## src/conv_pkg.sv

```systemverilog
package conv_pkg;

    // pixel and weight format
    localparam int PIX_W   = 8;                   // signed pixels and weights
    localparam int PIX_MAX = 2**(PIX_W-1) - 1;    // saturation ceiling, 127

    // kernel geometry
    localparam int KSIZE = 5;
    localparam int KTAPS = KSIZE * KSIZE;         // 25 weights per kernel

    // input map and valid output map
    localparam int IMG_W = 16;
    localparam int IMG_H = 16;
    localparam int OUT_W = IMG_W - KSIZE + 1;     // 12 output columns
    localparam int OUT_H = IMG_H - KSIZE + 1;     // 12 output rows

    // address and counter widths
    localparam int FEAT_AW = $clog2(IMG_W * IMG_H);   // row * 16 + col
    localparam int COL_W   = $clog2(IMG_W);
    localparam int ROW_W   = $clog2(OUT_H);

    // arithmetic
    localparam int BIAS_W = 16;
    localparam int ACC_W  = 24;                   // 25 products plus bias fit with room
    localparam int QSHIFT = 8;                    // fixed-8 scaling

    // kernel store map, weights row-major then the bias
    localparam int KADDR_W   = 5;
    localparam int BIAS_ADDR = KTAPS;

    typedef enum logic [1:0] {
        st_idle,
        st_run,
        st_drain
    } conv_state_e;

    typedef logic signed [PIX_W-1:0] pix_t;

    typedef pix_t [KSIZE-1:0] pix_col_t;          // index 0 is the top row
    typedef pix_t [KTAPS-1:0] kernel_t;           // index r*KSIZE + c

    typedef struct packed {
        logic             valid;
        logic             full;                   // window holds a complete 5x5 patch
        logic             last;                   // final column of the frame
        logic [COL_W-1:0] col;
    } col_fetch_t;

    typedef struct packed {
        logic    valid;
        logic    last;
        kernel_t pix;                             // row-major, column 4 newest
    } window_t;

    typedef struct packed {
        logic                    valid;
        logic                    last;
        logic signed [ACC_W-1:0] sum;
    } acc_t;

endpackage

```

## src/kernel_store.sv

```systemverilog
`timescale 1ns/100ps

module kernel_store import conv_pkg::*; (
    input  logic                     clk,
    input  logic                     reset,
    input  logic                     we,
    input  logic [KADDR_W-1:0]       addr,
    input  logic [BIAS_W-1:0]        data,
    output kernel_t                  weights,
    output logic signed [BIAS_W-1:0] bias
);

    logic wr_weight;
    logic wr_bias;

    // address decode, 0..24 weights, 25 bias, rest ignored
    assign wr_weight = we && (addr < KADDR_W'(KTAPS));
    assign wr_bias   = we && (addr == KADDR_W'(BIAS_ADDR));

    always_ff @(posedge clk)
    begin
        if (reset)
        begin
            weights <= '0;
            bias    <= '0;
        end
        else
        begin
            if (wr_weight)
                weights[addr] <= data[PIX_W-1:0];   // low byte only
            if (wr_bias)
                bias <= data;                       // full 16 bits
        end
    end

    // held levels go straight to the MAC in parallel

endmodule

```

## config.mk

```make
export PLATFORM = sky130hd
export DESIGN_NAME = kernel_store
export DESIGN_NICKNAME = d
export VERILOG_FILES = /design/src/conv_pkg.sv /design/src/kernel_store.sv
export SDC_FILE = /design/constraint.sdc
export NUM_CORES = 1
export LEC_CHECK = 0
export BUFFER_PORTS_ARGS = -buffer_cell sky130_fd_sc_hd__buf_4
export CAP_MARGIN = 20
export CORE_MARGIN = 2
export CORE_UTILIZATION = 49
export DETAILED_ROUTE_END_ITERATION = 7
export PLACE_DENSITY_LB_ADDON = 0.2
export SLEW_MARGIN = 20
export SYNTH_ARGS = -nofsm -noshare
export SYNTH_HDL_FRONTEND = slang
export SYNTH_SLANG_ARGS = --single-unit
```

## constraint.sdc

```tcl
create_clock -name clk -period 1.53 [get_ports clk]
set_input_delay 0.306 -clock clk [delete_from_list [all_inputs] [get_ports clk]]
set_output_delay 0.306 -clock clk [all_outputs]
set_load 0.1 [all_outputs]
```

==> results.cfg <==
[status]
status = finished clean

[yosys]
yosys_register_bits = 216
ys_seq_area_share_pct = 50.7
synthCells = 767
synthesis.area_mm2 = 0.00853
postSynthAreaPerCell_um2 = 11.1
ys_types = 21
yosys_warnings = 0
syn_nets = 791

[cells_and_area]
nets = 1013
layout.cells.non_filler = 1228
design_area_mm2 = 0.0113
antenna_cells = 0
layout-drive-gt1-share_pct = 31.8
mostFrequentLayoutCells = buf_4 (249), nand2b_1 (232), mux2i_1 (216), dfxtp_1 (216)
fill_cells = 1415
final_common_cell = buf_4
syn_to_final_growth_pct = 32.6

[floorplanning]
ios = 240
rows = 48
dieArea_mm2 = 0.0185
core_mm2 = 0.0172
start_util_pct = 49.7
die_x_um = 136
die_h_um = 136

[timing]
finClkSkew_ns = 0
period_share_pct = 96.4
setup_slack_ns = 0.0549
slew_viol_final = 0
finalSetupViolations = 0
worstMarginPinSlew_ns = 0.445
rsz0062_at_grt = false
slew_headroom_pct = 70.4
finalCriticalPeriod_ns = 1.48
fmax_mhz = 678
finalHoldViolCount = 0
tns_ns = 0

[critical_path]
critPathCaptureType = output port
slowest_delay_ns = 0.36
slowest_stage = dfxtp_1
crit_start = weights[23]
critPathArrivalTime_ns = 1.17
cp_max_fo = 2
crit_family = flip-flops
crit_required_ns = 1.22
startpoint_type = register
r2r-start = weights[175]
critPathKind = reg2out
crit_chain = buf_4
path_buf_inv = 1

[route]
viasPerCell = 4.90
post_drt_wl_per_cell_um = 17.4
dr_total_vias = 6014
drtPass1Iterations = 4
first_iter_violations = 253
postRouteWirelength_um = 21400
drc = 0
antenna_left = 0

[clock_tree]
clkSinkCount = 216
clock_latency_ns = 0.50
clk_pin_slew_ns = 0.06
post_cts_buffers = 0
cts_tree = yes
cts_inserted_buffers = 23
cts_root_buf = clkbuf_16
cts_max_level = 1
cts_hold_buf = 0
cts_resized = 0
clockBufferDepth = 3

[worst_hold_path]
worstHoldStart = data[9]
min_path_type = in2reg

[pwr]
pwr-share-comb_pct = 7.8
p_per_area_mw_per_mm2 = 1050
report.power.total_mw = 11.9
clkPwrFrac_pct = 44.3
vdd_drop_max_uv = 768
switchingPower_mw = 2.77
intPower_mw = 9.11
sw_frac_of_total_pct = 23.3
p_leak_nw = 5.94
seq_power_share_pct = 47.9

[placement]
numPortBuffers = 239
globalplace.congestion = 0.738
dpl.hpwl_um = 13900
pre_cts_slack_ns = 0.00307
dp_cells = 1189
placed_cell_area_mm2 = 0.0106

[flow_run]
maxCapViolations = 0

[global_routing]
grt_pass1_wl_um = 33000
grt_max_degree = 82
grt_util_all_layers_pct = 22.5
grt_pass1_vias = 5905
overflow = 0
antenna_found_initial = 0
-- final cells by class --
| class | count | area [um^2] | area share [%] |
|---|---|---|---|
| Clock buffer | 36 | 664 | 5.87 |
| Sequential cell | 216 | 4320 | 38.2 |
| Clock inverter | 3 | 43.8 | 0.387 |
| Timing Repair Buffer | 259 | 2070 | 18.3 |
| Tap cell | 225 | 282 | 2.49 |
| Multi-Input combinational cell | 489 | 3930 | 34.7 |
-- worst paths after layout --
kind / to / slack [ns] / cells past startpoint
max: weights[23] / 0.05 / 1
min: bias[9] / 0.07 / 3
max reg2reg: weights[175] / 0.88 / 2
min reg2reg: weights[19] / 0.47 / 2
-- per-stage QoR --
| stage | util, % | hold slack (ns) |
|---|---|---|
| after floorplan | - | 0.461 |
| after global placement | 61.7 | 0.458 |
| after detailed placement | 61.7 | 0.462 |
| after CTS | 65.9 | 0.0547 |
| after global routing | 65.9 | 0.0720 |
| final | 65.9 | 0.0692 |
-- sequential cells by signal (all words and copies together), names as in the netlist --
name	cells
weights	200
bias	16
-- synth_stat cells --
master    number  share of area (%)
nand2b_1     232                 17
nor4bb_1       1               0.12
nand2_2       23                1.7
nand2_1        1              0.044
dfxtp_1      216                 51
and4bb_2       1               0.15
and4bb_1       1               0.15
clkbuf_1      37                1.6
and2_2         1              0.088
and2_1         3               0.22
nand4_2        2               0.29
and4b_1        1               0.12
nor2b_1        3               0.22
and4b_2        1               0.13
mux2i_1      216                 25
nor2_4         1               0.13
buf_4          1              0.088
buf_6          2               0.26
nor4b_4        1               0.28
buf_2         22                1.3
and4_1         1               0.10
-- metal layers --
| layer | wire length [um] | part of all wire, % | GRT usage (%) |
|---|---|---|---|
| met5 | 0 | 0 | 0 |
| met4 | 297 | 1.4 | 4.69 |
| met3 | 1500 | 7.0 | 5.93 |
| met2 | 10100 | 47 | 37.5 |
| met1 | 9510 | 44 | 29.6 |
-- power by group through the flow --
stage	clock network (mW)	logic, mW	registers [mW]
2_1_floorplan	0	0.353	6.11
3_3_place_gp	0	0.927	5.81
3_5_place_dp	0	0.929	5.81
4_1_cts	5.39	0.931	5.69
5_1_grt	5.59	0.966	5.69
6_report	5.26	0.924	5.69
-- kinds of logic after synthesis --
family                 count (synthesis)  share of synthesized area, %
buffers and inverters                 62                          3.27
flip-flops                           216                          50.7
multiplexers                         216                          25.3
AND/OR/NAND/NOR                      273                          20.7
Power figures use the tool's default switching activity.
