--- config.mk ---
export PLATFORM = sky130hd
export DESIGN_NAME = conv_ctrl
export DESIGN_NICKNAME = d
export VERILOG_FILES = /design/src/conv_pkg.sv /design/src/conv_ctrl.sv
export SDC_FILE = /design/constraint.sdc
export NUM_CORES = 1
export LEC_CHECK = 0
export BUFFER_PORTS_ARGS = -buffer_cell sky130_fd_sc_hd__buf_4
export CORE_AREA = 2 2 39 41
export CTS_CLUSTER_DIAMETER = 150
export DETAILED_ROUTE_END_ITERATION = 8
export DIE_AREA = 0 0 41 43
export GPL_ROUTABILITY_DRIVEN = 0
export GPL_TIMING_DRIVEN = 0
export PLACE_DENSITY = 0.72
export SYNTH_ARGS = -nofsm -noshare
export SYNTH_HDL_FRONTEND = slang
export SYNTH_SLANG_ARGS = --single-unit
export TNS_END_PERCENT = 1
--- constraint.sdc ---
create_clock -name clk -period 4.3 [get_ports clk]
set_clock_uncertainty 0.1 [all_clocks]
set_input_delay 0.86 -clock clk [delete_from_list [all_inputs] [get_ports clk]]
set_output_delay 0.86 -clock clk [all_outputs]
set_load 0.01 [all_outputs]
--- src/conv_pkg.sv ---
package conv_pkg;

    // pixel and weight format
    localparam int PIX_W   = 8;                   // signed pixels and weights
    localparam int PIX_MAX = 2**(PIX_W-1) - 1;    // saturation ceiling, 127

    // kernel geometry
    localparam int KSIZE = 5;
    localparam int KTAPS = KSIZE * KSIZE;         // 25 weights per kernel

    // input map and valid output map
    localparam int IMG_W = 16;
    localparam int IMG_H = 16;
    localparam int OUT_W = IMG_W - KSIZE + 1;     // 12 output columns
    localparam int OUT_H = IMG_H - KSIZE + 1;     // 12 output rows

    // address and counter widths
    localparam int FEAT_AW = $clog2(IMG_W * IMG_H);   // row * 16 + col
    localparam int COL_W   = $clog2(IMG_W);
    localparam int ROW_W   = $clog2(OUT_H);

    // arithmetic
    localparam int BIAS_W = 16;
    localparam int ACC_W  = 24;                   // 25 products plus bias fit with room
    localparam int QSHIFT = 8;                    // fixed-8 scaling

    // kernel store map, weights row-major then the bias
    localparam int KADDR_W   = 5;
    localparam int BIAS_ADDR = KTAPS;

    typedef enum logic [1:0] {
        st_idle,
        st_run,
        st_drain
    } conv_state_e;

    typedef logic signed [PIX_W-1:0] pix_t;

    typedef pix_t [KSIZE-1:0] pix_col_t;          // index 0 is the top row
    typedef pix_t [KTAPS-1:0] kernel_t;           // index r*KSIZE + c

    typedef struct packed {
        logic             valid;
        logic             full;                   // window holds a complete 5x5 patch
        logic             last;                   // final column of the frame
        logic [COL_W-1:0] col;
    } col_fetch_t;

    typedef struct packed {
        logic    valid;
        logic    last;
        kernel_t pix;                             // row-major, column 4 newest
    } window_t;

    typedef struct packed {
        logic                    valid;
        logic                    last;
        logic signed [ACC_W-1:0] sum;
    } acc_t;

endpackage

--- src/conv_ctrl.sv ---
`timescale 1ns/100ps

module conv_ctrl import conv_pkg::*; (
    input  logic               clk,
    input  logic               reset,
    input  logic               start,
    input  logic               acc_last,
    output col_fetch_t         fetch,
    output logic [FEAT_AW-1:0] row_base,
    output logic               done
);

    conv_state_e      state;
    logic [ROW_W-1:0] row_cnt;          // output row, top row of the window
    logic [COL_W-1:0] col_cnt;          // input column being fetched
    logic             row_end;
    logic             frame_end;

    assign row_end   = (col_cnt == COL_W'(IMG_W - 1));
    assign frame_end = row_end && (row_cnt == ROW_W'(OUT_H - 1));

    always_ff @(posedge clk)
    begin
        if (reset)
        begin
            state   <= st_idle;
            row_cnt <= '0;
            col_cnt <= '0;
            done    <= 1'b0;
        end
        else
        begin
            done <= 1'b0;
            case (state)
                st_idle:
                begin
                    row_cnt <= '0;
                    col_cnt <= '0;
                    if (start)
                        state <= st_run;
                end

                st_run:                 // start has no effect here
                begin
                    col_cnt <= col_cnt + 1'b1;       // wraps 15 -> 0
                    if (row_end)
                        row_cnt <= row_cnt + 1'b1;
                    if (frame_end)
                        state <= st_drain;
                end

                st_drain:
                begin
                    // pipeline still holds up to six columns
                    if (acc_last)
                    begin
                        done  <= 1'b1;  // one cycle after the final strobe
                        state <= st_idle;
                    end
                end

                default:
                    state <= st_idle;
            endcase
        end
    end

    // one column read per run cycle
    always_comb
    begin
        fetch = '0;
        if (state == st_run)
        begin
            fetch.valid = 1'b1;
            fetch.full  = (col_cnt >= COL_W'(IMG_W - OUT_W));   // columns 4..15
            fetch.last  = frame_end;
            fetch.col   = col_cnt;
        end
    end

    // first pixel of the window's top row
    assign row_base = FEAT_AW'(row_cnt * IMG_W);

endmodule

==> impl_metrics.toml <==
[synthesis]
yosys_register_bits = 11
yosysMostFrequentCell = "dfxtp_1"
synth_commonest_cells = "11 x dfxtp_1, 8 x nand2_1, 5 x buf_4, 5 x nor2_1"
yosys_warnings = 0
synth-main-ff-cell = "dfxtp_1"
synth_cell_types = 33
synth_area_leaders = "dfxtp_1 35%, buf_4 6.0%, mux2i_1 4.8%"
synth-edff-count = 0
postSynth.asyncResetShare = 0
yosys.area.top_type = "dfxtp_1"
syn_area_um2 = 624
ys_seq_area_frac = 0.353
syn_inst = 73
avgSynthCellArea_um2 = 8.55
synth_top_area_share = 0.353

[critical_path]
arrival_ps = 1570
r2r-start = "col_cnt[0]$_SDFFE_PP0P_"
critical_path.max_fanout = 7
cp.depth = 5
crit_end = "fetch[4]"
cp-startpoint = "col_cnt[0]$_SDFFE_PP0P_"
rr_worst_depth = 5
critPathBufInv = 2
cp_slowest_stage_delay_ps = 400
startpoint_type = "flop"
ff2ff_setup_slack_ps = 2810
criticalPathCategory = "flop to output pin"
cp-end-kind = "output pin"
cp.required_ps = 3340
crit_family = "simple AND/OR/NAND/NOR gates"
slowest_stage = "dfxtp_1"
reg2reg_to = "state[1]$_SDFFE_PP0P_"
cp_cell_sequence = "ha_1, and3_1, buf_6, and4_4, buf_4"

[pwr]
power.density_nw_per_um2 = 249
power.leakage_nw = 0.368
vdd.ir_drop.worst_mv = 0.132

[clocking]
insertion_delay_ps = 280
htree_num_levels = 1
cts_root_buf = "clkbuf_4"
cts_sinks = 11
cts_post_setup_buffers_inserted = 0
path_clk_slew_ps = 70
cts_buffers = 3
cts_resized = 0
hold_buffers = 0
cts_buffer_depth = 2
cts_tree = "done"

[floorplan]
num_rows = 14
start_util = 0.451
die_width_um = 41
die_h_um = 43
core_um2 = 1380
die_area_um2 = 1760
pin_count = 20

[timing]
fmax_mhz = 395
tns_ps = 0
post-route-period-util = 0.589
period_minus_slack_ps = 2530
hold_ws_ps = 427
hold_violations = 0
rsz0062_at_grt = "no"
finalMaxSlewViolations = 0
finalSetupViolCount = 0

[layout]
drive_above_1_share = 0.316
n_antenna_cell = 0
multiInputGateArea_um2 = 353
fillers = 136
areaGrowthSynthToFinish_pct = 27.3
seqCellArea_um2 = 220
nNetsFinal = 102

[grt]
grt_pass1_vias = 475
track_usage = 0.184
gr-total-overflow = 0
grt_pass1_wl_um = 2160
grt_max_degree = 11
grt_antenna_before_repair = 0

[placement]
dp_hpwl_um = 946
portBuffers = 15

[routing]
first_pass_iters = 4
drc = 0
wl_um = 1360
drt-wirelength-per-cell_um = 12.2
drt_iter0_markers = 17
viasPerCell = 5.14
ant_nets = 0
vias = 570

[job]
drv_cap = 0

[hold_path]
whs_path_depth = 2
hp-class = "flop to flop"
holdCritStartpoint = "col_cnt[0]$_SDFFE_PP0P_"

[outcome]
status = "finished clean"
-- cells in the final DEF (no fill, tap or decap), types with 3 or more instances in the layout --
cell type	n
buf_4	20
clkbuf_4	3
and2_1	3
nand2_1	8
nand3_1	3
dfxtp_1	11
nor2_1	5
mux2i_1	3
conb_1	4
o22ai_1	3
-- flip-flops by register name, summed over array words and instances, names as in the netlist --
name	flops
done	1
col_cnt	4
state	2
row_cnt	4
-- kinds of logic (layout without fill, tap and decap cells) --
| family | count (synthesis) | count (layout) | share of synthesized area |
|---|---|---|---|
| mux | 3 | 3 | 0.0481 |
| fa+ha+maj | 2 | 2 | 0.0401 |
| buf+inv | 9 | 28 | 0.100 |
| flops | 11 | 11 | 0.353 |
| simple gates | 33 | 33 | 0.303 |
| compound gates | 14 | 14 | 0.150 |
| other cells | 1 | 4 | 0.00601 |
-- worst min-delay path by stage --
stage,to
after floorplan,col_cnt[0]$_SDFFE_PP0P_
after global placement,col_cnt[0]$_SDFFE_PP0P_
after detailed placement,row_cnt[2]$_SDFFE_PP0P_
after CTS,row_cnt[2]$_SDFFE_PP0P_
after global routing,row_cnt[3]$_SDFFE_PP0P_
final,col_cnt[0]$_SDFFE_PP0P_
-- per-stage QoR --
| stage | util | std cells | power [W] | instance area, µm² | worst slack, ps |
|---|---|---|---|---|---|
| 2_1_floorplan | - | 76 | 0.000120 | 636 | 2270 |
| 3_5_place_dp | 0.555 | 107 | 0.000126 | 768 | 2080 |
| 3_3_place_gp | 0.555 | 107 | 0.000126 | 768 | 2080 |
| 5_1_grt | 0.574 | 111 | 0.000207 | 795 | 1670 |
| 6_report | 0.574 | 111 | 0.000198 | 795 | 1770 |
| 4_1_cts | 0.574 | 111 | 0.000200 | 795 | 1770 |
-- area by class of cell --
class / count / share of cell area
Multi-Input combinational cell: 56 / 0.444
Sequential cell: 11 / 0.277
Timing Repair Buffer: 15 / 0.142
Buffer: 9 / 0.0787
Clock buffer: 4 / 0.0331
Tap cell: 16 / 0.0252
-- worst min-delay path, stage by stage (launching register included) --
cell	delay, ps
dfxtp_1	350
nand2_1	80
a21oi_1	50
-- metal layers --
metal | up-vias | GRT usage | wire length (µm)
met3 | 5 | 0.0157 | 37
met5 | - | 0 | 0
li1 | 294 | - | -
met2 | 10 | 0.256 | 655
met1 | 261 | 0.259 | 626
met4 | 0 | 0.120 | 39
-- report_power, final --
group	switching [W]	leakage [nW]	internal [W]
clock network	0.0000382	0.0150	0.0000360
logic	0.0000104	0.264	0.00000943
registers	0.000000976	0.0891	0.000103
total	0.0000495	0.368	0.000149
(Power assumes the default switching activity.)
