--- src/conv_pkg.sv ---
package conv_pkg;

    // pixel and weight format
    localparam int PIX_W   = 8;                   // signed pixels and weights
    localparam int PIX_MAX = 2**(PIX_W-1) - 1;    // saturation ceiling, 127

    // kernel geometry
    localparam int KSIZE = 5;
    localparam int KTAPS = KSIZE * KSIZE;         // 25 weights per kernel

    // input map and valid output map
    localparam int IMG_W = 16;
    localparam int IMG_H = 16;
    localparam int OUT_W = IMG_W - KSIZE + 1;     // 12 output columns
    localparam int OUT_H = IMG_H - KSIZE + 1;     // 12 output rows

    // address and counter widths
    localparam int FEAT_AW = $clog2(IMG_W * IMG_H);   // row * 16 + col
    localparam int COL_W   = $clog2(IMG_W);
    localparam int ROW_W   = $clog2(OUT_H);

    // arithmetic
    localparam int BIAS_W = 16;
    localparam int ACC_W  = 24;                   // 25 products plus bias fit with room
    localparam int QSHIFT = 8;                    // fixed-8 scaling

    // kernel store map, weights row-major then the bias
    localparam int KADDR_W   = 5;
    localparam int BIAS_ADDR = KTAPS;

    typedef enum logic [1:0] {
        st_idle,
        st_run,
        st_drain
    } conv_state_e;

    typedef logic signed [PIX_W-1:0] pix_t;

    typedef pix_t [KSIZE-1:0] pix_col_t;          // index 0 is the top row
    typedef pix_t [KTAPS-1:0] kernel_t;           // index r*KSIZE + c

    typedef struct packed {
        logic             valid;
        logic             full;                   // window holds a complete 5x5 patch
        logic             last;                   // final column of the frame
        logic [COL_W-1:0] col;
    } col_fetch_t;

    typedef struct packed {
        logic    valid;
        logic    last;
        kernel_t pix;                             // row-major, column 4 newest
    } window_t;

    typedef struct packed {
        logic                    valid;
        logic                    last;
        logic signed [ACC_W-1:0] sum;
    } acc_t;

endpackage

--- src/window_shift.sv ---
`timescale 1ns/100ps

module window_shift import conv_pkg::*; (
    input  logic       clk,
    input  logic       reset,
    input  pix_col_t   col,
    input  col_fetch_t fetch,
    output window_t    win
);

    kernel_t taps;                 // row-major 5x5 patch
    logic    win_valid;
    logic    win_last;

    // new column enters at the right, older columns move left
    always_ff @(posedge clk)
    begin
        if (fetch.valid)
        begin
            for (int r = 0; r < KSIZE; r++)
            begin
                for (int c = 0; c < KSIZE - 1; c++)
                    taps[r*KSIZE + c] <= taps[r*KSIZE + c + 1];
                taps[r*KSIZE + KSIZE - 1] <= col[r];
            end
        end
    end

    // flags for the patch just formed
    always_ff @(posedge clk)
    begin
        if (reset)
        begin
            win_valid <= 1'b0;
            win_last  <= 1'b0;
        end
        else
        begin
            // columns 0..3 only prime the window
            win_valid <= fetch.valid && fetch.full;
            win_last  <= fetch.valid && fetch.last;
        end
    end

    assign win.valid = win_valid;
    assign win.last  = win_last;
    assign win.pix   = taps;

endmodule
--- config.mk ---
export PLATFORM = sky130hd
export DESIGN_NAME = window_shift
export DESIGN_NICKNAME = d
export VERILOG_FILES = /design/src/conv_pkg.sv /design/src/window_shift.sv
export SDC_FILE = /design/constraint.sdc
export NUM_CORES = 1
export LEC_CHECK = 0
export BUFFER_PORTS_ARGS = -buffer_cell sky130_fd_sc_hd__buf_2
export CAP_MARGIN = 15
export CORE_ASPECT_RATIO = 1.1
export CORE_UTILIZATION = 44
export CTS_BUF_LIST = sky130_fd_sc_hd__clkbuf_4 sky130_fd_sc_hd__clkbuf_8
export DETAILED_ROUTE_END_ITERATION = 8
export PLACE_DENSITY = 0.78
export REMOVE_ABC_BUFFERS = 1
export SETUP_SLACK_MARGIN = 0.4
export SLEW_MARGIN = 5
export SYNTH_ARGS = -nofsm -noshare
export SYNTH_HDL_FRONTEND = slang
export SYNTH_SLANG_ARGS = --single-unit
--- constraint.sdc ---
create_clock -name clk -period 0.8 [get_ports clk]
set_input_delay 0.16 -clock clk [delete_from_list [all_inputs] [get_ports clk]]
set_output_delay 0.16 -clock clk [all_outputs]
set_load 0.005 [all_outputs]
==> metrics, run 1 <==
met2 Use GR 30.4%; met3 Usage GRT 4.75%; Post-Place Worst Slack -179 ps; Die X ~110 um; H-tree level count 1; met1 Track Usage GR 17.6%; Final nets 638; # Max-Cap Violations 0; Crit path buffers/inverters 1; final-report max-slew violation count 0; pwr dens 2460 nW/um^2; worst path required time between 600 and 700 ps; input/output buffers approximately 250; Placer Congestion approximately 0.76; Worst Skew between 5 and 6 ps; max frequency 788 MHz; Syn Inst Count 206; DP Cell Count between 600 and 700; clock period minus worst slack between 1000 and 1500 ps; vias per cell around 4.4; GRT Total Usage 16.6%; syn avg cell area around 30 um^2; critical path class reg -> out; commonest non-fill, non-tap cell in the layout buf_2; initial antenna violation count 1; utilization after layout between 60 and 70%; final instance area 9170 um^2; first-pass GRT wire length between 15000 and 20000 um; share of cells above drive strength 1 65.3%; Placed Area around 7700 um^2; Top delay family on crit path flip-flops; CTS buffer count 31; routed via count 3520; core region area around 13000 um^2; CP Max Fanout 2; CTS tree built; unrepaired setup endpoints after global routing true; final worst-path cycle share 159%; Row Count between 40 and 50; drt first pass iters 6; largest buffer count on any clock path 3; Synth cell types 4; Worst Tran Pin Value 182 ps; DRC 0; Initial Utilization 45.6%; Finish-stage setup viols between 200 and 250; crit path setup slack, layout -469 ps; CP Cell Sequence buf_2; clk sinks between 200 and 250; root buf cell clkbuf_8; clk_lat worst skew 530 ps; area delta synth->final 50.9%; Worst IR Drop VDD 1.66 mV; largest net degree at the start of global routing 35; Synthesis Warnings 0; final hold vios 46; Die Y-Extent about 130 um; antenna-violating nets left 0; DR WL/cell roughly 16 um; vias in the first global route about 3.4k; crit end category output port; Worst setup SP type flip-flop; synthesized flop and latch total 202; multi-input logic area ~18 um^2; most used routing layer met2; Layout fillers 857; Hold Path Class in -> reg; gr ovfl total 0; commonest non-fill, non-tap cells in the layout buf_2 (244), edfxtp_1 (200), buf_4 (67); DIE AREA roughly 14000 um^2; Cell Area, Synth about 6100 um^2; Post-Layout Cell Count 796; Leak approximately 3.9 nW; hpwl dp approximately 8300 um; Clock transition at path regs around 60 ps; CP max-delay cell edfxtp_1; io pins approximately 250; outcome finished, violations left; slew margin rel. between 80 and 90%; CP arrival 1110 ps; smallest hold slack -197 ps; total wire length 13100 um; sequential fraction of the synthesis area between 90% and 100%; max incr delay on CP 430 ps; FF/Latch Area between 6000 and 7000 um^2; drt first-iter violations between 100 and 150; failing checks hold timing, setup timing
==> power by group <==
| part | switching [mW] | leakage [nW] | total [mW] | internal, mW |
|---|---|---|---|---|
| clock | 3.62 | 0.310 | 8.08 | 4.46 |
| sequential | 0.314 | 1.97 | 12.8 | 12.5 |
| combinational | 0.711 | 1.58 | 1.70 | 0.993 |
==> worst reg2reg max path: stages (launching register included) <==
cell and delay, ps:
edfxtp_1 410, buf_4 160, buf_6 100
==> metal layers <==
layer	part of all wire (%)	vias to the layer above	routed length, um
met5	0	-	0
met3	6.4	23	846
met1	35	1732	4620
met4	2.3	0	308
met2	56	149	7350
li1	-	1616	-
==> through the flow <==
stage                     setup TNS (ps)  total power [mW]  hold slack [ps]
final                             -85070              22.5             -197
after detailed placement          -28600              14.1              338
after global routing              -96110              23.4             -225
after CTS                         -90510              22.5             -235
after floorplan                        0              13.0              259
after global placement            -28200              14.1              337
==> area by class of cell <==
cell class              count  area share (%)
flip-flops and latches    202            65.9
well taps                 184            2.51
multi-input cells           2           0.191
clock inverters            12           0.832
repair buffers            352            24.9
diodes                      1          0.0273
clock buffers              43            5.63
==> logic make-up after synthesis <==
| group | count (synthesis) | synth area share, % |
|---|---|---|
| simple gates | 2 | 0.288 |
| flops | 202 | 99.5 |
| buf+inv | 2 | 0.247 |
==> state kept, by name, summed over array words and instances (netlist names) <==
signal     count
win_valid      1
win_last       1
win          200
==> repair_timing <==
action                                  4_1_cts  5_1_grt
gates cloned                                  2        0
endpoints found under the hold margin        46       46
resized for setup                             6       34
pin swaps                                     0        0
buffers inserted                             53       39
endpoints found under the setup margin      390      362
==> synth_stat cells (all sizes together) <==
| library cell | count | area, um^2 |
|---|---|---|
| edfxtp | 200 | 6010 |
| and3b | 2 | 17.5 |
| dfxtp | 2 | 40.0 |
| buf | 2 | 15.0 |
==> path summary, 6_finish.rpt <==
path                                    startpoint                  to  slack, ps  depth (start not counted)
worst max register to register  win[129]$_DFFE_PP_  win[121]$_DFFE_PP_       -100                          2
worst min-delay path                        col[2]   win[34]$_DFFE_PP_       -200                          1
worst min register to register   win[55]$_DFFE_PP_   win[47]$_DFFE_PP_        440                          0
worst max-delay path             win[15]$_DFFE_PP_             win[15]       -470                          1
Note: power is estimated with default switching activity, not from simulation.
==> run 2, diff against run 1 <==
--- a/config.mk
+++ b/config.mk
@@ -11,7 +11,7 @@
 export CORE_UTILIZATION = 44
 export CTS_BUF_LIST = sky130_fd_sc_hd__clkbuf_4 sky130_fd_sc_hd__clkbuf_8
 export DETAILED_ROUTE_END_ITERATION = 8
-export PLACE_DENSITY = 0.78
+export PLACE_DENSITY_LB_ADDON = 0.05
 export REMOVE_ABC_BUFFERS = 1
 export SETUP_SLACK_MARGIN = 0.4
 export SLEW_MARGIN = 5
==> metrics, run 2 (synthesized netlist as in run 1, its figures left out) <==
reg2reg start win[197]$_DFFE_PP_; Die X 114 um (unchanged); Layout fillers 950 (+11%); hpwl dp 7880 um (-5.5%); Hold Path Stages 1 (unchanged); CP Max Fanout 2 (unchanged); WL met1 4270 um (-7.5%); GRT Total Usage 15.4% (-1.2 points); failing checks hold timing, setup timing; unrepaired setup endpoints after global routing true; DIE AREA 14300 um^2 (unchanged); vias per cell 4.34 (-1.8%); worst path required time 640 ps (about the same); io pins 251 (unchanged); gr ovfl total 0 (unchanged); crit end category output port; hold endpoint win[35]$_DFFE_PP_; CP Cell Sequence buf_2; hold path start col[3]; final hold vios 44 (-4.3%); total wire length 11800 um (-10%); WL met2 6030 um (-18%); final worst-path cycle share 156% (-2.4 points); clock period minus worst slack 1250 ps (-19.3 ps); met3 wire len 1290 um (+52%); overall power 22.8 mW (+0.91%); first-pass GRT wire length 16500 um (-6.8%); Worst IR Drop VDD 1.36 mV (-18%); Placer Congestion 0.697 (-8.5%); pwr dens 2510 nW/um^2 (+2.3%); Hold Path Class in -> reg; slew margin rel. 85.5% (-2.4 points); clk sinks 202 (unchanged); # Max-Cap Violations 0 (unchanged); Antenna Diode Count 0 (-1); critical path class reg -> out; Crit Reg-Reg Endpoint win[189]$_DFFE_PP_; Clock transition at path regs 60 ps (about the same); drt first-iter violations 196 (+35%); Reg2Reg Setup Slack -100 ps (about the same); H-tree level count 1 (unchanged); routed via count 3383 (-3.9%); initial antenna violation count 0 (-1); Post-Place Worst Slack -178 ps (+0.815 ps); Worst Skew 16.1 ps (+10.3 ps); commonest non-fill, non-tap cell in the layout buf_2; final-report max-slew violation count 0 (unchanged); input/output buffers 246 (unchanged); antenna-violating nets left 0 (unchanged); Top delay family on crit path flip-flops; area delta synth->final 48.8%; Die Y-Extent 125 um (unchanged); top layer in use met4; worst reg2reg path depth 2 (unchanged); Initial Utilization 45.6% (unchanged); CTS buffer count 31 (unchanged); CTS tree built; outcome finished, violations left; Final nets 622 (-2.5%); crit path setup slack, layout -450 ps (+19.3 ps); share of cells above drive strength 1 64.9% (-0.43 points); Leak 3.80 nW (-1.7%); clk_lat worst skew 530 ps (about the same); largest net degree at the start of global routing 33 (-5.7%); root buf cell clkbuf_8; core region area 13300 um^2 (unchanged); commonest non-fill, non-tap cells in the layout buf_2 (244), edfxtp_1 (200), buf_4 (56); smallest hold slack -198 ps (-1.32 ps); Worst setup SP type flip-flop; Row Count 44 (unchanged); CP max-delay cell edfxtp_1; DRC 0 (unchanged); Worst Tran Pin Value 218 ps (+35.7 ps); Finish-stage setup viols 220 (-3.9%); max frequency 800 MHz (+1.5%); DR WL/cell 15.1 um (-8.2%); drt first pass iters 4 (-2); max reg flops 200 (unchanged); CP arrival 1090 ps (-20 ps); vias in the first global route 3236 (-3.5%); max incr delay on CP 420 ps (about the same); largest buffer count on any clock path 3 (unchanged); Crit path buffers/inverters 1 (unchanged)
run 2: changes by cell type in the layout (fill, tap and decap cells not counted):
cell	delta
buf_16	-2
buf_4	-11
buf_6	-4
buf_8	+1
clkbuf_4	-7
clkbuf_8	+7
clkinv_1	-3
clkinv_2	+4
clkinvlp_4	-1
diode_2	-1
run 2: power breakdown:
group / internal (mW) / leakage [nW] / switching (mW)
Clock: 4.82 / 0.339 / 3.62
Sequential: 12.4 / 1.97 / 0.282
Combinational: 0.910 / 1.49 / 0.670
run 2: per-stage QoR:
step	instances	TNS, ps	hold WS, ps	cell area, um^2	util, %
after floorplan	204	0	259	6060	-
after global placement	647	-25130	336	7680	57.7
after detailed placement	647	-25950	338	7680	57.7
after CTS	747	-89030	-230	8670	65.1
after global routing	779	-95550	-232	9050	67.9
final	779	-82520	-198	9050	67.9
run 2: final cells by class:
type,count,area (um^2),area share [%]
clock inverters,12,77.6,0.857
well taps,184,230,2.54
repair buffers,336,2110,23.4
clock buffers,43,561,6.20
flip-flops and latches,202,6050,66.8
multi-input cells,2,17.5,0.194
run 2: per-layer routing:
metal | global-route usage [%] | up-vias
li1 | - | 1576
met1 | 16.7 | 1625
met2 | 26.8 | 161
met3 | 6.45 | 21
met4 | 5.58 | 0
met5 | 0 | -
run 2: what timing repair did:
item / 4_1_cts / 5_1_grt
setup endpoints to repair: 389 / 404
endpoints found under the hold margin: 44 / 44
gates resized for setup: 3 / 31
cloned: 0 / 1
setup buffers: 45 / 31
run 2: worst register-to-register path, cell delays in order (launching register included):
cell and delay, ps:
edfxtp_1 400, buf_4 150, buf_6 100
run 2: worst max path at each step:
stage	cells past startpoint	to	slack [ps]	from
finish	1	win[48]	-450	win[48]$_DFFE_PP_
floorplan	0	win[0]$_DFFE_PP_	150	win[8]$_DFFE_PP_
global route	1	win[26]	-510	win[26]$_DFFE_PP_
detailed placement	2	win[195]$_DFFE_PP_	-180	fetch[6]
global placement	2	win[55]$_DFFE_PP_	-170	fetch[6]
CTS	1	win[156]	-490	win[156]$_DFFE_PP_
