### src/conv_pkg.sv
package conv_pkg;

    // pixel and weight format
    localparam int PIX_W   = 8;                   // signed pixels and weights
    localparam int PIX_MAX = 2**(PIX_W-1) - 1;    // saturation ceiling, 127

    // kernel geometry
    localparam int KSIZE = 5;
    localparam int KTAPS = KSIZE * KSIZE;         // 25 weights per kernel

    // input map and valid output map
    localparam int IMG_W = 16;
    localparam int IMG_H = 16;
    localparam int OUT_W = IMG_W - KSIZE + 1;     // 12 output columns
    localparam int OUT_H = IMG_H - KSIZE + 1;     // 12 output rows

    // address and counter widths
    localparam int FEAT_AW = $clog2(IMG_W * IMG_H);   // row * 16 + col
    localparam int COL_W   = $clog2(IMG_W);
    localparam int ROW_W   = $clog2(OUT_H);

    // arithmetic
    localparam int BIAS_W = 16;
    localparam int ACC_W  = 24;                   // 25 products plus bias fit with room
    localparam int QSHIFT = 8;                    // fixed-8 scaling

    // kernel store map, weights row-major then the bias
    localparam int KADDR_W   = 5;
    localparam int BIAS_ADDR = KTAPS;

    typedef enum logic [1:0] {
        st_idle,
        st_run,
        st_drain
    } conv_state_e;

    typedef logic signed [PIX_W-1:0] pix_t;

    typedef pix_t [KSIZE-1:0] pix_col_t;          // index 0 is the top row
    typedef pix_t [KTAPS-1:0] kernel_t;           // index r*KSIZE + c

    typedef struct packed {
        logic             valid;
        logic             full;                   // window holds a complete 5x5 patch
        logic             last;                   // final column of the frame
        logic [COL_W-1:0] col;
    } col_fetch_t;

    typedef struct packed {
        logic    valid;
        logic    last;
        kernel_t pix;                             // row-major, column 4 newest
    } window_t;

    typedef struct packed {
        logic                    valid;
        logic                    last;
        logic signed [ACC_W-1:0] sum;
    } acc_t;

endpackage

### src/relu_quant.sv
`timescale 1ns/100ps

module relu_quant import conv_pkg::*; (
    input  logic             clk,
    input  logic             reset,
    input  acc_t             acc,
    output logic             pix_valid,
    output logic [PIX_W-1:0] pix_out,
    output logic             acc_last
);

    logic signed [ACC_W-1:0] scaled;
    logic [PIX_W-1:0]        clipped;

    always_comb
    begin
        scaled = acc.sum >>> QSHIFT;                 // arithmetic, keeps the sign
        if (scaled < 0)
            clipped = '0;                            // relu
        else if (scaled > PIX_MAX)
            clipped = PIX_W'(PIX_MAX);               // clip at 127
        else
            clipped = scaled[PIX_W-1:0];
    end

    always_ff @(posedge clk)
    begin
        if (reset)
        begin
            pix_valid <= 1'b0;
            pix_out   <= '0;
            acc_last  <= 1'b0;
        end
        else
        begin
            pix_valid <= acc.valid;
            pix_out   <= clipped;
            acc_last  <= acc.valid && acc.last;      // tells the controller to finish
        end
    end

endmodule

### config.mk
export PLATFORM = sky130hd
export DESIGN_NAME = relu_quant
export DESIGN_NICKNAME = d
export VERILOG_FILES = /design/src/conv_pkg.sv /design/src/relu_quant.sv
export SDC_FILE = /design/constraint.sdc
export NUM_CORES = 1
export LEC_CHECK = 0
export BUFFER_PORTS_ARGS = -buffer_cell sky130_fd_sc_hd__buf_2
export CAP_MARGIN = 15
export CORE_AREA = 2 2 39 41
export DETAILED_ROUTE_END_ITERATION = 16
export DIE_AREA = 0 0 41 43
export HOLD_SLACK_MARGIN = 0.1
export PLACE_DENSITY = 0.74
export SYNTH_ARGS = -nofsm -noshare
export SYNTH_HDL_FRONTEND = slang
export SYNTH_SLANG_ARGS = --single-unit
### constraint.sdc
create_clock -name clk -period 0.8 [get_ports clk]
set_input_delay 0.08 -clock clk [delete_from_list [all_inputs] [get_ports clk]]
set_output_delay 0.08 -clock clk [all_outputs]
set_load 0.03 [all_outputs]
==> out/qor.txt, run 1 <==
Min-Delay Path Class: in2reg
Biggest cell delay along the critical path: 330 ps
Via Count: 344
Number of H-tree branching levels: 1
Largest family of logic cells by synthesized area: simple AND/OR/NAND/NOR gates
Vias/cell: 3.909
Worst hold start: reset
Top Family by Delay on Critical Path: flip-flops
Drt wl/cell: 8.568 µm
Number of antenna cells inserted: 0
Core box area: 1384 µm²
Total overflow reported by the global router: 0
Vertical die dimension: 43 µm
Static power due to leakage: 0.3479 nW
Horizontal die dimension: 41 µm
Final Slew Violations: 0
Portion of the post-synthesis area used by sequential elements: 59.04%
Area leader, netlist: dfxtp_1
CTS Buf Count: 3
RSZ-0062 raised after global routing: true
Synthesized-area fraction occupied by ao, oa, aoi and oai cells: 12.92%
Post-Syn Instances: 31
Initial core utilization: 24.50%
CP Data Required Time: 720 ps
Achievable clock frequency: 1.277 GHz
TritonCTS clock tree: yes
Number of DRC violations after detailed-routing iteration 0: 0
Number of cells on the critical path: 1
Kind of end point of the critical path: output port
Final Critical Period: 783.0 ps
Most common cell after layout, fill and taps aside: buf_2
Total placed instance area: 500.5 µm²
Yosys cell types: 9
Warning count from the yosys run: 0
Port buffer count: 29
Clk Tree Root Cell: clkbuf_4
Syn Area/Cell: 10.94 µm²
IR Drop Worst-Case VDD: 886.9 µV
Post-synthesis simple-gate area fraction: 18.08%
Total Routed Length: 754 µm
Maximum fanout encountered on the critical timing path: 1
Synth top area cells: dfxtp_1 (59%), a31oi_1 (13%), nor4_4 (13%)
CP Class: reg2out
Overall Global Routing Usage: 10.51%
Total power divided by cell area: 1722 nW/µm²
First-pass GRT wire length: 1.200 mm
Final design instance area without fill: 704.4 µm²
Adder-cell area share of the yosys netlist: 0%
Most frequent cells in the layout: buf_2 (19), dfxtp_2 (10), buf_6 (10), dlygate4sd3_1 (9)
# clock sinks: 10
Number of antenna violations at the first check in global routing: 0
Clock transition time at the flip-flop clock pins of the worst setup and hold paths: 60 ps
XOR/XNOR Fraction of Synth Area: 0%
Synthesis-to-finish area growth: 107.7%
Nets: 101
Top-area cell type share of the netlist area: 59.04%
Multiplexer fraction of the synthesized cell area: 0%
First-pass iteration count of the detailed router: 1
Worst hold margin: 115.0 ps
Core utilization of the finished layout: 50.90%
Arrival @ worst endpoint: 700 ps
Depth of the worst hold-timing path: 3
Number of hold violations in the final report: 0
DR DRC count: 0
DRT antenna net count: 0
Total I/O pin count: 38
RePlAce Congestion: 0.6395
Final cycle utilization of the critical path: 97.88%
Worst setup SP type: register
Max-cap check violation count: 0
Floorplan row count: 14
Result of the run: complete, no violations
Count of endpoints failing setup in the final report: 0
Pin count of the biggest net entering global routing: 8
Number of register bits inferred by synthesis: 10
Die outline area: 1763 µm²
Layout cells sized above 1: 63.89%
Hold EP: acc_last$_SDFF_PP0_
Vias in the first global route: 330
Crit-path slowest cell: dfxtp_2
Post-synth net total: 59
Layout Cells excl Fill: 88
Buffer levels on the longest clock path: 2
Critical path cell sequence: buf_6
Post-synthesis instance area: 339.1 µm²
Detailed placer's ending HPWL: 568.9 µm
Count of buffering cells on the critical path with inverters included: 1
Instance count after placement with tap cells included: 75
-- flip-flops by register name, indices dropped and copies added, names as in the netlist --
name,flops
acc_last,1
pix_out,8
pix_valid,1
-- what timing repair did --
action	in CTS	in global routing
gates resized for setup	24	7
cloned	0	0
hold buffers	9	1
setup buffers	0	0
pin swaps	0	1
endpoints found under the hold margin	9	1
setup endpoints to repair	10	11
-- cells in the mapped netlist --
master and number:
dfxtp_1 10, a31oi_1 7, inv_1 7, nor4_4 2
and2_1 1, clkbuf_1 1, conb_1 1, nor2b_1 1
or2_0 1
-- final cells by class --
type | instances | area (µm²)
Clock buffer | 4 | 36.28
Tap cell | 16 | 20.02
Fill cell | 125 | 679.4
Multi-Input combinational cell | 13 | 111.4
Sequential cell | 10 | 212.7
Inverter | 7 | 26.28
Timing Repair Buffer | 38 | 297.8
-- how the worst max path moves through the flow --
stage	startpoint	end	slack, ps
2_1_floorplan	acc[16]	pix_out[0]$_SDFF_PP0_	100
3_3_place_gp	acc[16]	pix_out[6]$_SDFF_PP0_	-80
3_5_place_dp	acc[16]	pix_out[0]$_SDFF_PP0_	-100
4_1_cts	pix_valid$_SDFF_PP0_	pix_valid	1
5_1_grt	pix_out[4]$_SDFF_PP0_	pix_out[4]	-20
6_report	pix_out[2]$_SDFF_PP0_	pix_out[2]	20
-- metal layers --
| layer | global-route usage, % | wire length, µm |
|---|---|---|
| met1 | 8.197 | 223 |
| met2 | 18.75 | 411 |
| met3 | 3.665 | 111 |
| met4 | 8.000 | 7 |
| met5 | 0 | 0 |
-- through the flow --
step                      power (mW)  setup TNS [ps]  setup WS, ps
after detailed placement      0.7111          -642.1        -101.8
after global routing           1.282          -97.67        -20.60
final                          1.213               0         16.99
after floorplan               0.6285               0         96.09
after CTS                      1.229               0         1.065
after global placement        0.7096          -499.2        -77.97
-- report_power, final --
| group | total (mW) | switching, mW | internal, mW | leakage, nW |
|---|---|---|---|---|
| sequential | 0.540 | 0.0107 | 0.529 | 0.0858 |
| combinational | 0.235 | 0.109 | 0.126 | 0.241 |
| clock | 0.438 | 0.162 | 0.276 | 0.0210 |
| total | 1.21 | 0.281 | 0.931 | 0.348 |
-- cells by family (layout without fill, tap and decap cells) --
| group | count (synthesis) | after routing |
|---|---|---|
| flip-flops | 10 | 10 |
| other | 1 | 1 |
| AO/OA/AOI/OAI | 7 | 7 |
| AND/OR/NAND/NOR | 5 | 5 |
| buffers and inverters | 8 | 49 |
(Power assumes the default switching activity.)
==> run 2, diff against run 1 <==
--- a/config.mk
+++ b/config.mk
@@ -12,6 +12,7 @@
 export DIE_AREA = 0 0 41 43
 export HOLD_SLACK_MARGIN = 0.1
 export PLACE_DENSITY = 0.74
+export RECOVER_POWER = 100
 export SYNTH_ARGS = -nofsm -noshare
 export SYNTH_HDL_FRONTEND = slang
 export SYNTH_SLANG_ARGS = --single-unit
==> out/qor.txt, run 2 (synthesized netlist as in run 1, its figures left out) <==
Number of cells on the critical path: 1 (unchanged)
Top register by number of flip-flops: pix_out
DRT met1 WL: 219 µm (-1.8%)
Vertical die dimension: 43 µm (unchanged)
# clock sinks: 10 (unchanged)
Nets: 101 (unchanged)
Number of hold violations in the final report: 0 (unchanged)
Worst setup SP type: register
Most common cell after layout, fill and taps aside: buf_2
DRT antenna net count: 0 (unchanged)
# Post-CTS Setup Buffers: 0 (unchanged)
Crit-path slowest cell: dfxtp_2
TritonCTS clock tree: yes
First-pass iteration count of the detailed router: 1 (unchanged)
Largest regs: pix_out (8), acc_last (1), pix_valid (1)
Critical path cell sequence: buf_6
Count of buffering cells on the critical path with inverters included: 1 (unchanged)
Initial core utilization: 24.50% (unchanged)
DR DRC count: 0 (unchanged)
Number of H-tree branching levels: 1 (unchanged)
Clock transition time at the flip-flop clock pins of the worst setup and hold paths: 60 ps (about the same)
First-pass GRT wire length: 1.200 mm (unchanged)
Min-Delay Path Class: in2reg
CP Capture Point: pix_out[2]
Final Slew Violations: 0 (unchanged)
Total overflow reported by the global router: 0 (unchanged)
RePlAce Congestion: 0.6395 (unchanged)
Max reg flops: 8 (unchanged)
Final cycle utilization of the critical path: 97.88% (unchanged)
Number of DRC violations after detailed-routing iteration 0: 0 (unchanged)
Port buffer count: 29 (unchanged)
Buffer levels on the longest clock path: 2 (unchanged)
Final Critical Period: 783.0 ps (unchanged)
Achievable clock frequency: 1.277 GHz (unchanged)
Total I/O pin count: 38 (unchanged)
Count of endpoints failing setup in the final report: 0 (unchanged)
RSZ-0062 raised after global routing: true
Arrival @ worst endpoint: 700 ps (about the same)
Number of antenna violations at the first check in global routing: 0 (unchanged)
Static power due to leakage: 0.3460 nW (-0.55%)
Overall Global Routing Usage: 10.51% (unchanged)
Core utilization of the finished layout: 50.72% (-0.18 points)
Most frequent cells in the layout: buf_2 (19), dfxtp_2 (10), buf_6 (10), dlygate4sd3_1 (9)
Clk Tree Root Cell: clkbuf_4
Result of the run: complete, no violations
Total power divided by cell area: 1726 nW/µm² (+0.24%)
Die outline area: 1763 µm² (unchanged)
Synthesis-to-finish area growth: 107.0%
Number of antenna cells inserted: 0 (unchanged)
Kind of end point of the critical path: output port
Max Used Layer: met4
CP Class: reg2out
Via Count: 344 (unchanged)
Vias in the first global route: 330 (unchanged)
Origin of the worst setup path: pix_out[2]$_SDFF_PP0_
CTS Buf Count: 3 (unchanged)
Vias/cell: 3.909 (unchanged)
Top Family by Delay on Critical Path: flip-flops
Pin count of the biggest net entering global routing: 8 (unchanged)
Power after layout: 1.211 mW (-0.11%)
Maximum fanout encountered on the critical timing path: 1 (unchanged)
Depth of the worst hold-timing path: 3 (unchanged)
Drt wl/cell: 8.534 µm (-0.40%)
Fillers: 126 (+0.80%)
Detailed placer's ending HPWL: 568.9 µm (unchanged)
Core box area: 1384 µm² (unchanged)
CP Data Required Time: 720 ps (about the same)
Biggest cell delay along the critical path: 330 ps (about the same)
Floorplan row count: 14 (unchanged)
Routed met3 length: 111 µm (unchanged)
Layout cells sized above 1: 62.50% (-1.4 points)
Total Routed Length: 751 µm (-0.40%)
Horizontal die dimension: 41 µm (unchanged)
Max-cap check violation count: 0 (unchanged)
IR Drop Worst-Case VDD: 885.6 µV (-0.14%)
Met2 wire length: 412 µm (+0.24%)
[run 2: cell count changes in the layout (fill, tap and decap cells not counted)]
cell	change
and2_0	+1
and2_1	-1
nor2b_1	+1
nor2b_2	-1
[run 2: report_power, final]
part           internal, mW  switching [mW]
sequential            0.529          0.0107
clock                 0.276           0.162
combinational         0.125           0.108
[run 2: area by class of cell]
type	count	area [µm²]	area share (%)
timing repair buffer	38	297.8	42.42
multi-input combinational	13	108.9	15.51
tap	16	20.02	2.852
sequential	10	212.7	30.30
clock buffer	4	36.28	5.169
inverter	7	26.28	3.743
[run 2: through the flow]
step	instance area [µm²]	setup TNS (ps)	hold WS (ps)	std cells	setup WS [ps]
floorplan	339.1	0	159.1	31	96.09
global route	701.9	-97.67	137.7	88	-20.60
finish	701.9	0	113.6	88	16.99
global placement	500.5	-499.2	261.5	75	-77.97
CTS	694.4	0	65.98	88	1.065
detailed placement	500.5	-642.1	262.3	75	-101.8
[run 2: timing repair]
action / in CTS / in global routing
endpoints found under the setup margin: 10 / 11
gates resized for setup: 24 / 7
endpoints found under the hold margin: 9 / 1
hold buffers: 9 / 1
pin swaps: 0 / 1
cloned: 0 / 0
[run 2: metal layers]
layer  vias up  global-route usage [%]
li1        182                       -
met1       137                   8.197
met2        23                   18.75
met3         2                   3.665
met4         0                   8.000
met5         -                       0
[run 2: how the worst min path moves through the flow]
stage / startpoint / end
global route: reset / acc_last$_SDFF_PP0_
CTS: acc[25] / pix_valid$_SDFF_PP0_
finish: reset / acc_last$_SDFF_PP0_
global placement: reset / pix_valid$_SDFF_PP0_
detailed placement: reset / pix_valid$_SDFF_PP0_
floorplan: reset / pix_valid$_SDFF_PP0_
